===== src/hw/lasram_consts.svh =====
/*
 * lasram memory map and access timing
 * address windows are picked by the top byte of the bus address,
 * SRAM access lengths are counted in clocks from the request pulse
 */

`ifndef LASRAM_CONSTS_SVH
`define LASRAM_CONSTS_SVH

// ------------------------------------------------------------------------
// address windows
// ------------------------------------------------------------------------
// external SRAM window
`define SRAM_BASE 8'h00
// on-chip scratch window
`define SCRATCH_BASE 8'h01

// scratch depth in 32-bit words
`define SCRATCH_WORDS 256

// ------------------------------------------------------------------------
// SRAM access lengths, in clocks
// ------------------------------------------------------------------------
`define SRAM_WRITE_LEN 4
`define SRAM_READ_LEN 5

`endif


===== src/hw/lasram_pkg.sv =====
/*
 * lasram shared types
 * look-ahead request and packed return of the core bus,
 * SRAM pin types and the SRAM controller states
 */

package lasram_pkg;

    // ------------------------------------------------------------------------
    // plain vectors
    // ------------------------------------------------------------------------
    // bus address, top byte selects the window
    typedef logic [31:0] addr_t;
    // data word on the core bus
    typedef logic [31:0] word_t;
    // one byte on the SRAM data pins
    typedef logic [7:0] byte_t;
    // one strobe per byte lane
    typedef logic [3:0] wstrb_t;
    // SRAM address pins
    typedef logic [23:0] sram_addr_t;
    // byte-cycle counter, long enough for the read length
    typedef logic [2:0] cyc_t;

    // ------------------------------------------------------------------------
    // bus structs
    // ------------------------------------------------------------------------
    // look-ahead request, read and write are single-clock pulses
    // addr, wdata and wstrb stay put until ready comes back
    typedef struct packed {
        logic   read;
        logic   write;
        addr_t  addr;
        word_t  wdata;
        wstrb_t wstrb;
    } mem_la_req_t;

    // packed return, all zero outside the ready pulse
    typedef struct packed {
        logic  ready;
        word_t rdata;
    } mem_ret_t;

    // SRAM byte controller states
    // access steps through the bytes, done is the extra read clock
    typedef enum logic [1:0] {
        st_idle,
        st_access,
        st_done
    } sram_state_t;

endpackage


===== src/hw/mem_bus_fabric.sv =====
/*
 * return merge and unmapped responder
 * answers any access outside the mapped windows with zero data
 * one clock later, then ORs every slave return onto the core bus
 */

`include "lasram_consts.svh"

module mem_bus_fabric #(
    parameter logic [7:0] sram_base    = `SRAM_BASE,
    parameter logic [7:0] scratch_base = `SCRATCH_BASE
) (
    input  logic                    clk,
    input  logic                    rst,
    input  lasram_pkg::mem_la_req_t req,
    input  lasram_pkg::mem_ret_t    sram_ret,
    input  lasram_pkg::mem_ret_t    scratch_ret,
    output lasram_pkg::mem_ret_t    ret
);
    import lasram_pkg::*;

    logic [7:0] base;
    logic       pulse;
    logic       unmapped;
    logic       unm_pend;
    logic       unm_ready;
    mem_ret_t   unm_ret;

    // ------------------------------------------------------------------------
    // unmapped decode
    // ------------------------------------------------------------------------
    assign base = req.addr[31:24];
    assign pulse = req.read || req.write;

    // no window claims this base
    assign unmapped = pulse && (base != sram_base) && (base != scratch_base);

    // stray writes go nowhere and only the ready comes back
    // flagged on the pulse and answered on the clock after
    always_ff @(posedge clk) begin
        if (rst) begin
            unm_pend <= 1'b0;
            unm_ready <= 1'b0;
        end else begin
            unm_pend <= unmapped;
            unm_ready <= unm_pend;
        end
    end

    assign unm_ret = '{ready: unm_ready, rdata: '0};

    // ------------------------------------------------------------------------
    // return merge
    // ------------------------------------------------------------------------
    // slaves hold their returns at zero outside the ready pulse
    // and only one access is ever in flight, so a plain OR is enough
    assign ret = mem_ret_t'(sram_ret | scratch_ret | unm_ret);

endmodule


===== config.mk =====
export PLATFORM = sky130hd
export DESIGN_NAME = mem_bus_fabric
export DESIGN_NICKNAME = d
export VERILOG_FILES = /design/src/hw/lasram_pkg.sv /design/src/hw/mem_bus_fabric.sv
export VERILOG_INCLUDE_DIRS = /design/src /design/src/hw
export SDC_FILE = /design/constraint.sdc
export NUM_CORES = 1
export LEC_CHECK = 0
export BUFFER_PORTS_ARGS = -buffer_cell sky130_fd_sc_hd__buf_2
export CELL_PAD_IN_SITES_DETAIL_PLACEMENT = 0
export CELL_PAD_IN_SITES_GLOBAL_PLACEMENT = 1
export CORE_AREA = 2 2 67 69
export CTS_CLUSTER_SIZE = 25
export DETAILED_ROUTE_END_ITERATION = 16
export DIE_AREA = 0 0 69 71
export GPL_ROUTABILITY_DRIVEN = 0
export PLACE_DENSITY = 0.95
export SLEW_MARGIN = 15
export SYNTH_ARGS = -nofsm -noshare
export SYNTH_HDL_FRONTEND = slang
export SYNTH_SLANG_ARGS = --single-unit

===== constraint.sdc =====
create_clock -name clk -period 1.9 [get_ports clk]
set_clock_uncertainty 0.1 [all_clocks]
set_input_delay 0.285 -clock clk [delete_from_list [all_inputs] [get_ports clk]]
set_output_delay 0.285 -clock clk [all_outputs]
set_load 0.02 [all_outputs]

==> flow_summary_export.csv, run 1 <==
group,metric,value,unit
yosys,post_synth_main_area_contributors,"sky130_fd_sc_hd__or2_2, sky130_fd_sc_hd__dfxtp_1, sky130_fd_sc_hd__nor4_2, sky130_fd_sc_hd__a211oi_1, sky130_fd_sc_hd__nor2b_1",
yosys,postSynthCellCount,40,
pwr,leakagePower,0.000526,µW
floorplanning,fp.dieH,71,µm
critical_path,slowest_cell_on_the_critical_path,"sky130_fd_sc_hd__dfxtp_1",
clock_network,count_of_hold_buffers_inserted_by_post_cts_repair,0,
routing,routed_wire_length_per_instance,8.28,µm
critical_path,worst_r2r_endpoint,"unm_ready",
sta,setup_viol_count_final,0,
layout,final_core_utilization,0.222,
layout,layout.filler_cells,474,
critical_path,startpoint_kind_of_the_worst_setup_timing_path,"flip-flop",
sta,f_max,741,MHz
yosys,number_of_enable_flip_flop_cells_after_synthesis,0,
critical_path,worstPathRequired,1.51,ns
routing,vias_after_detailed_routing,668,
yosys,ys_seq_area_frac,0.142,
global_routing,grt_start_max_net_pins,3,
sta,rsz0062_at_grt,"no",
hold_path,min_from,"rst",
critical_path,minimum_setup_slack_among_reg_to_reg_paths,1.30,ns
pwr,pwr-share-clk,0.411,
hold_path,hold_path_end,"unm_ready",
floorplanning,design.portCount,171,
global_routing,grt_usage,0.0624,
pwr,p_sw_frac,0.291,
pwr,pwr-share-seq,0.116,
critical_path,critical_path.reg2reg.startpoint,"unm_pend",
hold_path,hold_path_depth,2,
hold_path,min_delay_worst_type,"in2reg",
yosys,post-synth-top-area-cell,"sky130_fd_sc_hd__or2_2",
routing,dr.max_layer_used,"met3",
routing,drt_wl_total,1690,µm
layout,fin_area,933,µm²
clock_network,post_cts.resized_instances,0,
critical_path,crit_path_max_fanout,1,
routing,met2_length,811,µm
sta,timing.setup.tns,0,ns
run,timing.max_cap.violations,0,
routing,route.antenna.remaining_nets,0,
sta,slew_headroom,0.870,
place,placement.io_buffers,109,
critical_path,timing.critical_path.buf_inv,1,
yosys,post_synth_num_cell_types,8,
layout,finish.net_count,292,
yosys,ys_dominant_reg_cell,"sky130_fd_sc_hd__dfxtp_1",
pwr,irDropWorstVdd,0.000438,V
floorplanning,floorplan.die_area,4900,µm²
clock_network,clk_transition_reported_paths,0.03,ns
sta,timing_worst_slew_pin_value,0.194,ns
critical_path,r2r_cells,1,
critical_path,critical_path_class,"reg2out",
critical_path,arrival_time_at_the_worst_endpoint,0.97,ns
yosys,yosys_warnings,0,
pwr,cellInternalPower,281,µW
global_routing,global_route_wire_length_before_repair,2460,µm
sta,final.period_utilization,0.711,
sta,timing_hold_violations_final,0,
routing,dr_wl_met3,272,µm
clock_network,clock_latency_on_the_worst_skew_pair,0.21,ns
pwr,pwr_density_cell,425,nW/µm²
yosys,postSynth.asyncResetShare,0,
yosys,syn_area_cell,7.04,µm²
clock_network,tritoncts,"yes",
global_routing,overflow,0,
floorplanning,core_area,4200,µm²
floorplanning,placement_rows,24,
routing,avgViaCountPerCell,3.27,
yosys,syn_area,282,µm²
yosys,synth.top_cells.by_count,"sky130_fd_sc_hd__or2_2, sky130_fd_sc_hd__dfxtp_1",
place,standard_cell_area_after_detailed_placement,892,µm²
routing,drt_iter0_markers,3,
routing,drc_errors,0,
floorplanning,starting_utilization_of_the_core_area,0.0670,
place,place_hpwl,1640,µm
routing,met1_length,606,µm
yosys,synth_most_common_cell,"sky130_fd_sc_hd__or2_2",
layout,area_delta_synth_final,232,%
pwr,design_power_total,396,µW
pwr,pwr-share-comb,0.474,
critical_path,cp_slowest_stage_delay,0.31,ns
floorplanning,die_w,69,µm
clock_network,clock_sinks,2,
clock_network,clock-root-buffer,"sky130_fd_sc_hd__clkbuf_8",
clock_network,htree_num_levels,1,
yosys,fraction_of_post_synthesis_cell_area_in_the_top_cell_type_by_area,0.711,
critical_path,critical_path.endpoint_type,"output pin",
routing,first_pass_drt_iterations,2,
sta,finalCriticalPeriod,1.35,ns
critical_path,cp_top_family,"flip-flops",
layout,antenna_cells_inserted,0,
layout,final-instance-count-excl-fill,204,
critical_path,path_cells,"or3_1 > buf_2",
global_routing,via_count_of_the_first_global_routing_pass,558,
yosys,postSynthRegisterBits,2,
run_status,status,"completed",
pwr,power_switching,115,µW
sta,final_max_slew_viol_count,0,
clock_network,post_cts.repair.setup_buffers,0,
global_routing,antenna_found_initial,0,
place,number_of_cells_in_the_design_after_placement,201,
clock_network,cts_made_buffers,3,
layout,drive_gt1_frac,0.954,
yosys,number_of_nets_in_the_synthesized_netlist,178,
clock_network,ctsLongestPathBuffers,2,
-- flip-flops by register name, summed over array words and instances, names as in the netlist --
name	count
unm_pend	1
unm_ready	1
-- power by group through the flow --
stage                     registers, µW  clock network, µW  logic, µW
after global routing               46.2                180        205
final                              45.9                163        188
after global placement             46.4                  0        188
after detailed placement           46.3                  0        190
after CTS                          45.8                168        191
after floorplan                    45.7                  0       84.8
-- stage by stage --
step,setup WS [ns],hold slack [ns]
after CTS,0.545,0.151
after floorplan,0.769,0.257
after detailed placement,0.627,0.322
final,0.550,0.154
after global placement,0.628,0.321
after global routing,0.499,0.167
-- worst max path at each step --
stage,cells after the start,slack [ns],startpoint,end
floorplan,1,0.77,scratch_ret[32],ret[32]
global placement,3,0.63,scratch_ret[32],ret[32]
detailed placement,3,0.63,scratch_ret[32],ret[32]
CTS,2,0.55,unm_ready,ret[32]
global route,2,0.50,unm_ready,ret[32]
finish,2,0.55,unm_ready,ret[32]
-- layout by cell type, fill, tap and decap left out --
| cell | Yosys | final |
|---|---|---|
| sky130_fd_sc_hd__a211oi_1 | 1 | 1 |
| sky130_fd_sc_hd__buf_2 | 0 | 109 |
| sky130_fd_sc_hd__clkbuf_8 | 0 | 3 |
| sky130_fd_sc_hd__dfxtp_1 | 2 | 2 |
| sky130_fd_sc_hd__nor2_1 | 1 | 1 |
| sky130_fd_sc_hd__nor2b_1 | 1 | 1 |
| sky130_fd_sc_hd__nor3_1 | 1 | 1 |
| sky130_fd_sc_hd__nor4_2 | 1 | 1 |
| sky130_fd_sc_hd__or2_2 | 32 | 32 |
| sky130_fd_sc_hd__or3_1 | 1 | 1 |
-- per-layer routing --
layer / global-route usage / vias to the layer above
li1: - / 350
met3: 0.0299 / 0
met1: 0.0701 / 254
met4: 0.0131 / 0
met5: 0 / -
met2: 0.108 / 64
-- area by class of cell --
cell class,instances,area (µm²),share of cell area
tap,52,65.1,0.0697
timing repair buffer,109,546,0.584
sequential,2,40.0,0.0429
multi-input combinational,38,241,0.259
clock buffer,3,41.3,0.0442
-- cell families after synthesis --
| family | share of synthesized area |
|---|---|
| AO/OA/AOI/OAI | 0.0267 |
| AND/OR/NAND/NOR | 0.831 |
| flip-flops | 0.142 |
Note: power is estimated with default switching activity, not from simulation.
==> inputs of run 2 (changes only) <==
Clock period 1.9 ns to 1.3 ns, I/O delays scaled along.
==> run 2 against run 1 <==
Effect of this change: via count grew 0.30%; critical path depth unchanged; global-route usage stayed put; combinational power is 48% higher.
==> flow_summary_export.csv, run 2 (synthesis results as in run 1) <==
group,metric,value,unit
run_status,status,"completed",
layout,largestRegisters,"unm_pend (1), unm_ready (1)",
layout,drive_gt1_frac,0.967,
layout,layout.filler_cells,474,
clock_network,ctsLongestPathBuffers,2,
critical_path,arrival_time_at_the_worst_endpoint,0.97,ns
sta,timing.setup.tns,0,ns
clock_network,post_cts.resized_instances,0,
layout,mostFrequentLayoutCell,"sky130_fd_sc_hd__buf_2",
routing,drc_errors,0,
clock_network,clock-root-buffer,"sky130_fd_sc_hd__clkbuf_8",
clock_network,htree_num_levels,1,
pwr,irDropWorstVdd,0.000641,V
critical_path,slowest_cell_on_the_critical_path,"sky130_fd_sc_hd__or3_4",
sta,rsz0062_at_grt,"yes",
critical_path,critical_path.endpoint_type,"output pin",
critical_path,minimum_setup_slack_among_reg_to_reg_paths,0.70,ns
clock_network,clock_sinks,2,
sta,finalCriticalPeriod,1.27,ns
clock_network,post_cts.repair.setup_buffers,0,
sta,final.period_utilization,0.977,
pwr,design_power_total,584,µW
sta,timing_worst_slew_pin_value,0.194,ns
layout,final_core_utilization,0.225,
hold_path,min_delay_worst_type,"in2reg",
layout,final-instance-count-excl-fill,204,
layout,antenna_cells_inserted,0,
routing,first_pass_drt_iterations,2,
floorplanning,die_w,69,µm
floorplanning,placement_rows,24,
sta,final_max_slew_viol_count,0,
critical_path,startpoint_kind_of_the_worst_setup_timing_path,"flip-flop",
run,timing.max_cap.violations,0,
sta,slew_headroom,0.870,
pwr,pwr_density_cell,617,nW/µm²
global_routing,via_count_of_the_first_global_routing_pass,558,
floorplanning,fp.dieH,71,µm
routing,drt_wl_total,1690,µm
floorplanning,floorplan.die_area,4900,µm²
critical_path,r2r_cells,1,
critical_path,critical_path_class,"reg2out",
clock_network,clock_latency_on_the_worst_skew_pair,0.21,ns
clock_network,clk_transition_reported_paths,0.03,ns
floorplanning,core_area,4200,µm²
sta,finalHoldWorstSlack,0.0562,ns
routing,vias_after_detailed_routing,670,
routing,route.antenna.remaining_nets,0,
global_routing,antenna_found_initial,0,
clock_network,tritoncts,"yes",
critical_path,cp_slowest_stage_delay,0.32,ns
routing,avgViaCountPerCell,3.28,
critical_path,path_cells,"or3_4 > buf_6",
clock_network,cts_made_buffers,3,
sta,setup_viol_count_final,0,
routing,drt_iter0_markers,3,
critical_path,crit_path_max_fanout,1,
critical_path,worstPathRequired,1.00,ns
layout,finish.net_count,292,
clock_network,count_of_hold_buffers_inserted_by_post_cts_repair,0,
sta,f_max,787,MHz
routing,routed_wire_length_per_instance,8.28,µm
hold_path,hold_path_depth,2,
layout,layout.cells.most_common_list,"sky130_fd_sc_hd__buf_2, sky130_fd_sc_hd__or2_2, sky130_fd_sc_hd__clkbuf_8",
global_routing,overflow,0,
place,placement.io_buffers,109,
floorplanning,starting_utilization_of_the_core_area,0.0670,
layout,area_delta_synth_final,236,%
global_routing,global_route_wire_length_before_repair,2460,µm
place,place_hpwl,1640,µm
place,number_of_cells_in_the_design_after_placement,201,
global_routing,grt_usage,0.0624,
sta,timing_hold_violations_final,0,
pwr,leakagePower,0.000530,µW
global_routing,grt_start_max_net_pins,3,
floorplanning,design.portCount,171,
run 2: cell type report:
cell class | instances | area [µm²] | area share
tap | 52 | 65.1 | 0.0688
multi-input combinational | 38 | 246 | 0.261
clock buffer | 3 | 41.3 | 0.0437
sequential | 2 | 41.3 | 0.0437
timing repair buffer | 109 | 552 | 0.583
run 2: per-layer routing:
layer	wire length [µm]	vias to the layer above	track usage
met5	0	-	0
met4	0	0	0.0131
met3	270	0	0.0299
met2	813	64	0.108
met1	605	256	0.0701
li1	-	350	-
run 2: worst paths after layout:
| kind | startpoint | to |
|---|---|---|
| worst max-delay path | unm_ready | ret[32] |
| worst min-delay path | rst | unm_ready |
| worst max register to register | unm_pend | unm_ready |
| worst min register to register | unm_pend | unm_ready |
run 2: report_power, final:
| part | switching (µW) | internal (µW) | leakage (µW) | total, µW |
|---|---|---|---|---|
| clock | 42.7 | 195 | 0.0000216 | 238 |
| sequential | 1.44 | 66.1 | 0.0000170 | 67.5 |
| combinational | 125 | 153 | 0.000491 | 278 |
| total | 169 | 414 | 0.000530 | 584 |
run 2: metrics by stage:
step	setup slack, ns	cell area, µm²
6_report	0.0300	946
5_1_grt	-0.00151	946
4_1_cts	0.0351	933
3_5_place_dp	0.207	892
3_3_place_gp	0.208	892
2_1_floorplan	0.334	282
run 2: worst max-delay path, delay by kind of cell (launching register included):
family        cells  cell delay [ns]
buf+inv           1             0.14
simple gates      1             0.32
flops             1             0.31
